[src/rtl/video_reg_pkg.sv]
package video_reg_pkg;

    // width types
    typedef logic [7:0]  byte_t;        // one byte on the host bus
    typedef logic [15:0] word_t;        // register value, memory address or data word

    // host register numbers, the gaps are unused
    typedef enum logic [3:0] {
        AUX_ADDR = 4'h0,                // aux memory address, odd byte starts a read
        CONST    = 4'h1,                // constant word
        RD_ADDR  = 4'h2,                // vram read address
        WR_ADDR  = 4'h3,                // vram write address
        DATA     = 4'h4,                // vram data port
        DATA_2   = 4'h5,                // alias of the data port
        AUX_DATA = 4'h6,                // aux data port
        RD_INC   = 4'h8,                // added to rd addr per vram read
        WR_INC   = 4'h9                 // added to wr addr per vram write
    } reg_num_e;

    // vram clear after reset
    typedef enum logic [1:0] {
        BOOT_START,                     // first word goes out
        BOOT_FILL,                      // one word per free memory slot
        BOOT_DONE                       // video on
    } boot_state_e;

    // blue background, white space character
    localparam word_t CLEAR_DATA = 16'h0220;

endpackage

[src/rtl/boot_clear.sv]
`timescale 1ns/1ps

module boot_clear
    import video_reg_pkg::*;
#(
    parameter int CLEAR_WORDS = 65536   // vram words to clear
) (
    input  logic  clk,
    input  logic  reset_i,
    input  logic  vgen_sel_i,
    output logic  boot_busy_o,
    output word_t boot_addr_o,
    output word_t boot_data_o,
    output logic  vgen_ena_o
);

    boot_state_e state;
    logic [16:0] fill_cnt;              // next word to hand out, 17 bits for 64K
    logic        last_out;              // all words handed to the port

    assign last_out    = (fill_cnt == 17'(CLEAR_WORDS));
    assign boot_busy_o = (state == BOOT_START) || ((state == BOOT_FILL) && !last_out);
    assign boot_addr_o = fill_cnt[15:0];
    assign boot_data_o = CLEAR_DATA;

    always_ff @(posedge clk) begin
        if (reset_i) begin
            state      <= BOOT_START;
            fill_cnt   <= '0;
            vgen_ena_o <= 1'b0;
        end else begin
            case (state)
                BOOT_START: begin
                    fill_cnt <= fill_cnt + 17'd1;   // word 0 loaded into the port
                    state    <= BOOT_FILL;
                end
                BOOT_FILL: begin
                    if (!vgen_sel_i) begin
                        if (last_out) begin
                            state <= BOOT_DONE;     // final word written on this edge
                        end else begin
                            fill_cnt <= fill_cnt + 17'd1;
                        end
                    end
                end
                BOOT_DONE: begin
                    vgen_ena_o <= 1'b1;
                end
                default: begin
                    state <= BOOT_START;
                end
            endcase
        end
    end

endmodule

[src/rtl/bus_sync.sv]
`timescale 1ns/1ps

module bus_sync
    import video_reg_pkg::*;
(
    input  logic     clk,
    input  logic     reset_i,
    input  logic     bus_cs_n_i,        // async chip select, low active
    input  logic     bus_rd_nwr_i,      // 1 read, 0 write
    input  reg_num_e bus_reg_num_i,
    input  logic     bus_bytesel_i,     // 0 even byte, 1 odd byte
    input  byte_t    bus_data_i,
    output logic     write_strobe_o,
    output logic     read_strobe_o,
    output reg_num_e reg_num_o,
    output logic     bytesel_o,
    output byte_t    bytedata_o
);

    logic [2:0] cs_n_sync;              // two sync stages plus one for edge detect
    logic [1:0] rd_nwr_sync;
    logic [1:0] bytesel_sync;
    reg_num_e   reg_num_sync [2];
    byte_t      data_sync [2];
    logic       cs_fall;

    assign cs_fall = cs_n_sync[2] & ~cs_n_sync[1];

    // two stage sync of the data path
    always_ff @(posedge clk) begin
        rd_nwr_sync  <= {rd_nwr_sync[0], bus_rd_nwr_i};
        bytesel_sync <= {bytesel_sync[0], bus_bytesel_i};
        reg_num_sync[0] <= bus_reg_num_i;
        reg_num_sync[1] <= reg_num_sync[0];
        data_sync[0] <= bus_data_i;
        data_sync[1] <= data_sync[0];
    end

    always_ff @(posedge clk) begin
        if (reset_i) begin
            cs_n_sync      <= 3'b111;   // bus idle
            write_strobe_o <= 1'b0;
            read_strobe_o  <= 1'b0;
            reg_num_o      <= AUX_ADDR;
            bytesel_o      <= 1'b0;
            bytedata_o     <= '0;
        end else begin
            cs_n_sync      <= {cs_n_sync[1:0], bus_cs_n_i};
            write_strobe_o <= cs_fall & ~rd_nwr_sync[1];
            read_strobe_o  <= cs_fall & rd_nwr_sync[1];
            if (cs_fall) begin          // hold until the next bus cycle
                reg_num_o  <= reg_num_sync[1];
                bytesel_o  <= bytesel_sync[1];
                bytedata_o <= data_sync[1];
            end
        end
    end

endmodule

[src/rtl/mem_port.sv]
`timescale 1ns/1ps

module mem_port
    import video_reg_pkg::*;
(
    input  logic  clk,
    input  logic  reset_i,
    input  logic  vgen_sel_i,           // video owns the memory this cycle
    input  logic  boot_busy_i,
    input  word_t boot_addr_i,
    input  word_t boot_data_i,
    input  logic  req_vram_rd_i,
    input  logic  req_vram_wr_i,
    input  logic  req_aux_rd_i,
    input  logic  req_aux_wr_i,
    input  word_t req_addr_i,
    input  word_t req_data_i,
    input  word_t vram_data_i,
    input  word_t aux_data_i,
    output logic  mem_vram_sel_o,
    output logic  mem_aux_sel_o,
    output logic  mem_wr_o,
    output word_t mem_addr_o,
    output word_t mem_data_o,
    output logic  vram_rd_done_o,
    output logic  vram_wr_done_o,
    output word_t vram_rd_data_o,
    output word_t aux_rd_data_o
);

    logic pend_vram_rd;                 // host accesses on the port
    logic pend_vram_wr;
    logic pend_aux_rd;
    logic vram_rd_ack;                  // read data arrives next clock
    logic aux_rd_ack;
    logic any_req;
    logic slot_free;

    assign any_req   = req_vram_rd_i | req_vram_wr_i | req_aux_rd_i | req_aux_wr_i;
    assign slot_free = !vgen_sel_i || !(mem_vram_sel_o || mem_aux_sel_o);

    // completion is the edge where video lets go
    assign vram_rd_done_o = pend_vram_rd && !vgen_sel_i;
    assign vram_wr_done_o = pend_vram_wr && !vgen_sel_i;

    // address and write data
    always_ff @(posedge clk) begin
        if (boot_busy_i) begin
            if (slot_free) begin
                mem_addr_o <= boot_addr_i;
                mem_data_o <= boot_data_i;
            end
        end else if (any_req) begin
            mem_addr_o <= req_addr_i;
            mem_data_o <= req_data_i;
        end
    end

    always_ff @(posedge clk) begin
        if (reset_i) begin
            mem_vram_sel_o <= 1'b0;
            mem_aux_sel_o  <= 1'b0;
            mem_wr_o       <= 1'b0;
            pend_vram_rd   <= 1'b0;
            pend_vram_wr   <= 1'b0;
            pend_aux_rd    <= 1'b0;
            vram_rd_ack    <= 1'b0;
            aux_rd_ack     <= 1'b0;
            vram_rd_data_o <= '0;
            aux_rd_data_o  <= '0;
        end else begin
            if (vram_rd_ack) begin
                vram_rd_data_o <= vram_data_i;
            end
            if (aux_rd_ack) begin
                aux_rd_data_o <= aux_data_i;
            end
            vram_rd_ack <= 1'b0;
            aux_rd_ack  <= 1'b0;

            if (!vgen_sel_i) begin      // access taken, port is free again
                vram_rd_ack    <= pend_vram_rd;
                aux_rd_ack     <= pend_aux_rd;
                mem_vram_sel_o <= 1'b0;
                mem_aux_sel_o  <= 1'b0;
                mem_wr_o       <= 1'b0;
                pend_vram_rd   <= 1'b0;
                pend_vram_wr   <= 1'b0;
                pend_aux_rd    <= 1'b0;
            end

            if (boot_busy_i) begin
                if (slot_free) begin    // host requests are dropped during boot
                    mem_vram_sel_o <= 1'b1;
                    mem_wr_o       <= 1'b1;
                end
            end else if (any_req) begin // newest request wins
                mem_vram_sel_o <= req_vram_rd_i | req_vram_wr_i;
                mem_aux_sel_o  <= req_aux_rd_i | req_aux_wr_i;
                mem_wr_o       <= req_vram_wr_i | req_aux_wr_i;
                pend_vram_rd   <= req_vram_rd_i;
                pend_vram_wr   <= req_vram_wr_i;
                pend_aux_rd    <= req_aux_rd_i;
            end
        end
    end

endmodule

[src/rtl/video_reg_port.sv]
`timescale 1ns/1ps

module video_reg_port
    import video_reg_pkg::*;
#(
    parameter int CLEAR_WORDS = 65536
) (
    input  logic     clk,
    input  logic     reset_i,
    input  logic     bus_cs_n_i,
    input  logic     bus_rd_nwr_i,
    input  reg_num_e bus_reg_num_i,
    input  logic     bus_bytesel_i,
    input  byte_t    bus_data_i,
    output byte_t    bus_data_o,
    input  logic     vgen_sel_i,        // 1 while video fetches
    output logic     vgen_ena_o,
    output logic     mem_vram_sel_o,
    output logic     mem_aux_sel_o,
    output logic     mem_wr_o,
    output word_t    mem_addr_o,
    output word_t    mem_data_o,
    input  word_t    vram_data_i,
    input  word_t    aux_data_i
);

    logic     write_strobe;
    logic     read_strobe;
    reg_num_e reg_num;
    logic     bytesel;
    byte_t    bytedata;
    logic     req_vram_rd;
    logic     req_vram_wr;
    logic     req_aux_rd;
    logic     req_aux_wr;
    word_t    req_addr;
    word_t    req_data;
    logic     vram_rd_done;
    logic     vram_wr_done;
    word_t    vram_rd_data;
    word_t    aux_rd_data;
    logic     boot_busy;
    word_t    boot_addr;
    word_t    boot_data;

    bus_sync i_bus_sync (
        .clk            (clk),
        .reset_i        (reset_i),
        .bus_cs_n_i     (bus_cs_n_i),
        .bus_rd_nwr_i   (bus_rd_nwr_i),
        .bus_reg_num_i  (bus_reg_num_i),
        .bus_bytesel_i  (bus_bytesel_i),
        .bus_data_i     (bus_data_i),
        .write_strobe_o (write_strobe),
        .read_strobe_o  (read_strobe),
        .reg_num_o      (reg_num),
        .bytesel_o      (bytesel),
        .bytedata_o     (bytedata)
    );

    video_regs i_video_regs (
        .clk            (clk),
        .reset_i        (reset_i),
        .write_strobe_i (write_strobe),
        .read_strobe_i  (read_strobe),
        .reg_num_i      (reg_num),
        .bytesel_i      (bytesel),
        .bytedata_i     (bytedata),
        .vram_rd_done_i (vram_rd_done),
        .vram_wr_done_i (vram_wr_done),
        .vram_rd_data_i (vram_rd_data),
        .aux_rd_data_i  (aux_rd_data),
        .bus_data_o     (bus_data_o),
        .req_vram_rd_o  (req_vram_rd),
        .req_vram_wr_o  (req_vram_wr),
        .req_aux_rd_o   (req_aux_rd),
        .req_aux_wr_o   (req_aux_wr),
        .req_addr_o     (req_addr),
        .req_data_o     (req_data)
    );

    mem_port i_mem_port (
        .clk            (clk),
        .reset_i        (reset_i),
        .vgen_sel_i     (vgen_sel_i),
        .boot_busy_i    (boot_busy),
        .boot_addr_i    (boot_addr),
        .boot_data_i    (boot_data),
        .req_vram_rd_i  (req_vram_rd),
        .req_vram_wr_i  (req_vram_wr),
        .req_aux_rd_i   (req_aux_rd),
        .req_aux_wr_i   (req_aux_wr),
        .req_addr_i     (req_addr),
        .req_data_i     (req_data),
        .vram_data_i    (vram_data_i),
        .aux_data_i     (aux_data_i),
        .mem_vram_sel_o (mem_vram_sel_o),
        .mem_aux_sel_o  (mem_aux_sel_o),
        .mem_wr_o       (mem_wr_o),
        .mem_addr_o     (mem_addr_o),
        .mem_data_o     (mem_data_o),
        .vram_rd_done_o (vram_rd_done),
        .vram_wr_done_o (vram_wr_done),
        .vram_rd_data_o (vram_rd_data),
        .aux_rd_data_o  (aux_rd_data)
    );

    boot_clear #(
        .CLEAR_WORDS (CLEAR_WORDS)
    ) i_boot_clear (
        .clk         (clk),
        .reset_i     (reset_i),
        .vgen_sel_i  (vgen_sel_i),
        .boot_busy_o (boot_busy),
        .boot_addr_o (boot_addr),
        .boot_data_o (boot_data),
        .vgen_ena_o  (vgen_ena_o)
    );

endmodule

[src/rtl/video_regs.sv]
`timescale 1ns/1ps

module video_regs
    import video_reg_pkg::*;
(
    input  logic     clk,
    input  logic     reset_i,
    input  logic     write_strobe_i,
    input  logic     read_strobe_i,
    input  reg_num_e reg_num_i,
    input  logic     bytesel_i,
    input  byte_t    bytedata_i,
    input  logic     vram_rd_done_i,    // vram read went through
    input  logic     vram_wr_done_i,    // vram write went through
    input  word_t    vram_rd_data_i,
    input  word_t    aux_rd_data_i,
    output byte_t    bus_data_o,
    output logic     req_vram_rd_o,
    output logic     req_vram_wr_o,
    output logic     req_aux_rd_o,
    output logic     req_aux_wr_o,
    output word_t    req_addr_o,
    output word_t    req_data_o
);

    word_t    reg_aux_addr;
    word_t    reg_const;
    word_t    reg_rd_addr;
    word_t    reg_wr_addr;
    word_t    reg_rd_inc;
    word_t    reg_wr_inc;
    byte_t    data_even;                // even byte for DATA and DATA_2
    byte_t    other_even;               // even byte for any other register
    reg_num_e other_reg;                // owner of other_even
    byte_t    even_byte;
    logic     is_data;
    logic     wr_odd;
    logic     rd_odd;

    assign is_data   = (reg_num_i == DATA) || (reg_num_i == DATA_2);
    assign wr_odd    = write_strobe_i & bytesel_i;
    assign rd_odd    = read_strobe_i & bytesel_i;
    assign even_byte = (other_reg == reg_num_i) ? other_even : 8'h00;

    // memory requests, one cycle with the strobe
    assign req_aux_rd_o  = wr_odd && (reg_num_i == AUX_ADDR);
    assign req_vram_rd_o = (wr_odd && (reg_num_i == RD_ADDR)) || (rd_odd && is_data);
    assign req_vram_wr_o = wr_odd && is_data;
    assign req_aux_wr_o  = wr_odd && (reg_num_i == AUX_DATA);
    assign req_data_o    = {(is_data ? data_even : even_byte), bytedata_i};

    always_comb begin
        case (reg_num_i)
            AUX_ADDR: req_addr_o = {reg_aux_addr[15:8], bytedata_i};
            RD_ADDR:  req_addr_o = {reg_rd_addr[15:8], bytedata_i};
            AUX_DATA: req_addr_o = reg_aux_addr;
            DATA, DATA_2: begin
                req_addr_o = read_strobe_i ? reg_rd_addr : reg_wr_addr;   // prefetch or write
            end
            default:  req_addr_o = reg_wr_addr;
        endcase
    end

    function automatic byte_t pick_byte(input word_t w, input logic sel);
        return sel ? w[7:0] : w[15:8];  // even byte is the high half
    endfunction

    // read-back follows the latched register number
    always_comb begin
        case (reg_num_i)
            AUX_ADDR:     bus_data_o = pick_byte(reg_aux_addr, bytesel_i);
            CONST:        bus_data_o = pick_byte(reg_const, bytesel_i);
            RD_ADDR:      bus_data_o = pick_byte(reg_rd_addr, bytesel_i);
            WR_ADDR:      bus_data_o = pick_byte(reg_wr_addr, bytesel_i);
            DATA, DATA_2: bus_data_o = pick_byte(vram_rd_data_i, bytesel_i);
            AUX_DATA:     bus_data_o = pick_byte(aux_rd_data_i, bytesel_i);
            default:      bus_data_o = 8'h00;
        endcase
    end

    always_ff @(posedge clk) begin
        if (reset_i) begin
            reg_aux_addr <= '0;
            reg_const    <= '0;
            reg_rd_addr  <= '0;
            reg_wr_addr  <= '0;
            reg_rd_inc   <= '0;
            reg_wr_inc   <= '0;
            data_even    <= '0;
            other_even   <= '0;
            other_reg    <= AUX_ADDR;
        end else begin
            if (vram_rd_done_i) begin
                reg_rd_addr <= reg_rd_addr + reg_rd_inc;
            end
            if (vram_wr_done_i) begin
                reg_wr_addr <= reg_wr_addr + reg_wr_inc;
            end

            if (write_strobe_i && !bytesel_i) begin
                case (reg_num_i)
                    AUX_ADDR:     reg_aux_addr[15:8] <= bytedata_i;
                    CONST:        reg_const[15:8]    <= bytedata_i;
                    RD_ADDR:      reg_rd_addr[15:8]  <= bytedata_i;
                    WR_ADDR:      reg_wr_addr[15:8]  <= bytedata_i;
                    DATA, DATA_2: data_even          <= bytedata_i;
                    default: begin
                        other_even <= bytedata_i;   // tagged general latch
                        other_reg  <= reg_num_i;
                    end
                endcase
            end

            if (wr_odd) begin
                other_even <= 8'h00;    // even byte is used up by any odd write
                case (reg_num_i)
                    AUX_ADDR: reg_aux_addr[7:0] <= bytedata_i;
                    CONST:    reg_const[7:0]    <= bytedata_i;
                    RD_ADDR:  reg_rd_addr[7:0]  <= bytedata_i;
                    WR_ADDR:  reg_wr_addr[7:0]  <= bytedata_i;
                    RD_INC:   reg_rd_inc        <= {even_byte, bytedata_i};
                    WR_INC:   reg_wr_inc        <= {even_byte, bytedata_i};
                    default: ;                  // data ports only request
                endcase
            end
        end
    end

endmodule

[config.mk]
export PLATFORM = sky130hd
export DESIGN_NAME = video_reg_port
export DESIGN_NICKNAME = d
export VERILOG_FILES = /design/src/rtl/video_reg_pkg.sv /design/src/rtl/boot_clear.sv /design/src/rtl/bus_sync.sv /design/src/rtl/mem_port.sv /design/src/rtl/video_reg_port.sv /design/src/rtl/video_regs.sv
export SDC_FILE = /design/constraint.sdc
export NUM_CORES = 1
export LEC_CHECK = 0
export BUFFER_PORTS_ARGS = -buffer_cell sky130_fd_sc_hd__clkbuf_2
export CAP_MARGIN = 5
export CORE_AREA = 3 3 177 179
export CTS_BUF_LIST = sky130_fd_sc_hd__clkbuf_8 sky130_fd_sc_hd__clkbuf_16
export DETAILED_ROUTE_END_ITERATION = 7
export DIE_AREA = 0 0 180 182
export HOLD_SLACK_MARGIN = 0.03
export MAX_ROUTING_LAYER = met4
export PLACE_DENSITY = 0.55
export REMOVE_ABC_BUFFERS = 1
export SLEW_MARGIN = 20
export SYNTH_ARGS = -nofsm -noshare
export SYNTH_HDL_FRONTEND = slang
export SYNTH_SLANG_ARGS = --single-unit
[constraint.sdc]
create_clock -name clk -period 4 [get_ports clk]
set_input_delay 0.8 -clock clk [delete_from_list [all_inputs] [get_ports clk]]
set_output_delay 0.8 -clock clk [all_outputs]
set_load 0.01 [all_outputs]
==> out/qor.csv <==
metric,value,unit
layout_common_cells,"dfxtp_1, nand2_1, nor2_1, a21oi_1, clkbuf_2",
synth.top_cell.area_share,0.3719,
grt_start_max_net_pins,64,
async_flop_share,0,
holdBufCountCts,0,
synth_area_per_cell,8.925,µm²
post-route-drc-count,0,
final.min_clock_period,3647,ps
rrSetupSlack,1010,ps
maxSlewViolCount,0,
fin_ws,353.3,ps
syn_area,11950,µm²
die_height,182,µm
io_buffers,93,
cts_root_buffer,clkbuf_16,
drtIter0Drc,1217,
nets,1481,
drtPass1Iterations,7,
yosysTopAreaCell,dfxtp_1,
cts_tree,done,
antennaDiodeCount,0,
numClockSinks,254,
post_cts_buffers,0,
end_kind,output port,
hold_end,i_bus_sync.data_sync[1][3],
pwr_density_cell,409.6,nW/µm²
worst_pin_slew,1035,ps
cts_buffers,28,
max_freq,0.2742,GHz
max_cap_violations,0,
clock_path_buffers,3,
period_share,0.9117,
max-slew-margin-rel,0.3088,
core_area,29720,µm²
rows,63,
finalHoldViolations,0,
worstHoldPathCells,0,
cts_resized,0,
avgViaCountPerCell,5.643,
hold_path_class,register to register,
ios,94,
place.gp.congestion,0.9199,
synthToLayoutAreaGrowth,14.89,%
dieArea,32760,µm²
clk_latency,550,ps
ir_drop,312.3,µV
setup_viol,0,
arrival,2850,ps
timing.rr.end,i_mem_port.mem_data_o[1],
rr_worst_depth,7,
synth-seq-cells,254,
skew,10.84,ps
r2r-start,i_bus_sync.reg_num_o[2],
crit_path_max_fanout,18,
grt_pass1_vias,9394,
clk_pin_slew,60,ps
avgRoutedWirePerCell,20.58,µm
worstPathRequired,3200,ps
hp-start,i_bus_sync.data_sync[0][3],
crit_path_start_kind,register,
hold_ws,325.9,ps
synth_flop_cell,dfxtp_1,
synth_area_leaders,"dfxtp_1, edfxtp_1, mux2i_1",
grt_use_total,0.2239,
gr-total-overflow,0,
rsz0062_at_grt,no,
die_x,180,µm
critical_path_class,register to output port,
mostFrequentLayoutCell,dfxtp_1,
antenna_left,0,
synth_seq_area_share,0.4523,
hpwl,26260,µm
top_register,i_boot_clear.fill_cnt,
yosys_warnings,0,
drive_gt1_frac,0.1367,
initial_core_util,0.4021,
synth_edf_count,32,
outcome,"finished, final reports clean",
largest_reg_flops,17,
ys_types,70,
netlist_instances,1339,
pre_cts_ws,984.4,ps
htreeDepth,1,
grt_pass1_wl,56240,µm
vias,10209,
grt_antenna_before_repair,1,
p_leak,5.294,nW
wirelength,37220,µm
[power by group]
part	switching (mW)	total (mW)	leakage (nW)	internal, mW
sequential	0.0295	2.65	2.15	2.62
clock	1.07	2.74	0.507	1.68
combinational	0.157	0.230	2.64	0.0724
[worst max-delay path: stages, from the launching register on]
cell      delay, ps
dfxtp_1         670
nor2_1          180
and3_1          480
a221oi_1        460
a21oi_1          80
a211o_1         290
clkbuf_2        140
[cells by family (layout without fill, tap and decap cells)]
logic type / count (synthesis) / count (layout) / share of synthesized area
simple gates: 492 / 492 / 0.1829
compound gates: 319 / 319 / 0.1737
flops: 254 / 254 / 0.4523
buf+inv: 105 / 185 / 0.03654
mux: 99 / 99 / 0.09130
xor+xnor: 36 / 36 / 0.02638
fa+ha+maj: 34 / 34 / 0.03685
[cell usage after synthesis, types with 3 or more instances]
cell	instances
dfxtp_1	222
nand2_1	178
nor2_1	176
a21oi_1	126
mux2i_1	91
clkbuf_1	60
o21ai_0	41
nand3_1	38
edfxtp_1	32
ha_1	32
xnor2_1	25
buf_2	22
and2_1	19
a211oi_1	18
inv_1	16
nor3_1	16
a311oi_1	15
a221oi_1	14
a31oi_1	13
a21o_1	11
xor2_1	11
and3_1	9
nand2b_1	9
o211ai_1	9
o22ai_1	9
a222oi_1	8
mux4_2	8
nand4_1	8
o21a_1	8
a211o_1	7
a22o_1	7
and4_1	6
a22oi_1	5
or3_1	5
buf_4	4
nor2b_1	4
nor4_1	4
nor4b_1	4
o31ai_1	4
or2_2	4
a2111oi_0	3
buf_1	3
nand3b_1	3
o21bai_1	3
[worst max path at each step]
stage	startpoint	slack [ps]	endpoint
5_1_grt	i_bus_sync.reg_num_o[3]	240	bus_data_o[7]
2_1_floorplan	i_boot_clear.fill_cnt[0]	-1000	i_mem_port.mem_addr_o[0]
4_1_cts	i_bus_sync.reg_num_o[1]	410	bus_data_o[6]
3_3_place_gp	i_bus_sync.reg_num_o[1]	1050	bus_data_o[2]
3_5_place_dp	i_bus_sync.reg_num_o[1]	980	bus_data_o[6]
6_report	i_bus_sync.reg_num_o[3]	350	bus_data_o[7]
[routing by layer]
metal  vias to the layer above  track usage  part of all wire
met2                       400       0.3388              0.44
li1                       4903            -                 -
met4                         0      0.06157             0.029
met3                        71      0.03466             0.072
met5                         -            -                 0
met1                      4835       0.3130              0.46
[area by class of cell]
type	instances	area [µm²]
Timing Repair Buffer	117	651.9
Inverter	16	60.06
Tap cell	390	488.0
Sequential cell	254	5406
Clock inverter	17	183.9
Fill cell	2931	15990
Multi-Input combinational cell	980	6131
Clock buffer	35	808.3
[metrics by stage]
| step | utilization | std cells | TNS, ps | area [µm²] | power, mW |
|---|---|---|---|---|---|
| final | 0.4620 | 1809 | 0 | 13730 | 5.624 |
| after global routing | 0.4620 | 1809 | 0 | 13730 | 5.799 |
| after CTS | 0.4620 | 1809 | 0 | 13730 | 5.677 |
| after detailed placement | 0.4286 | 1757 | 0 | 12740 | 2.935 |
| after global placement | 0.4286 | 1757 | 0 | 12740 | 2.934 |
| after floorplan | - | 1250 | -31910 | 11570 | 2.794 |
No activity file was read; power rests on OpenSTA's default activity.
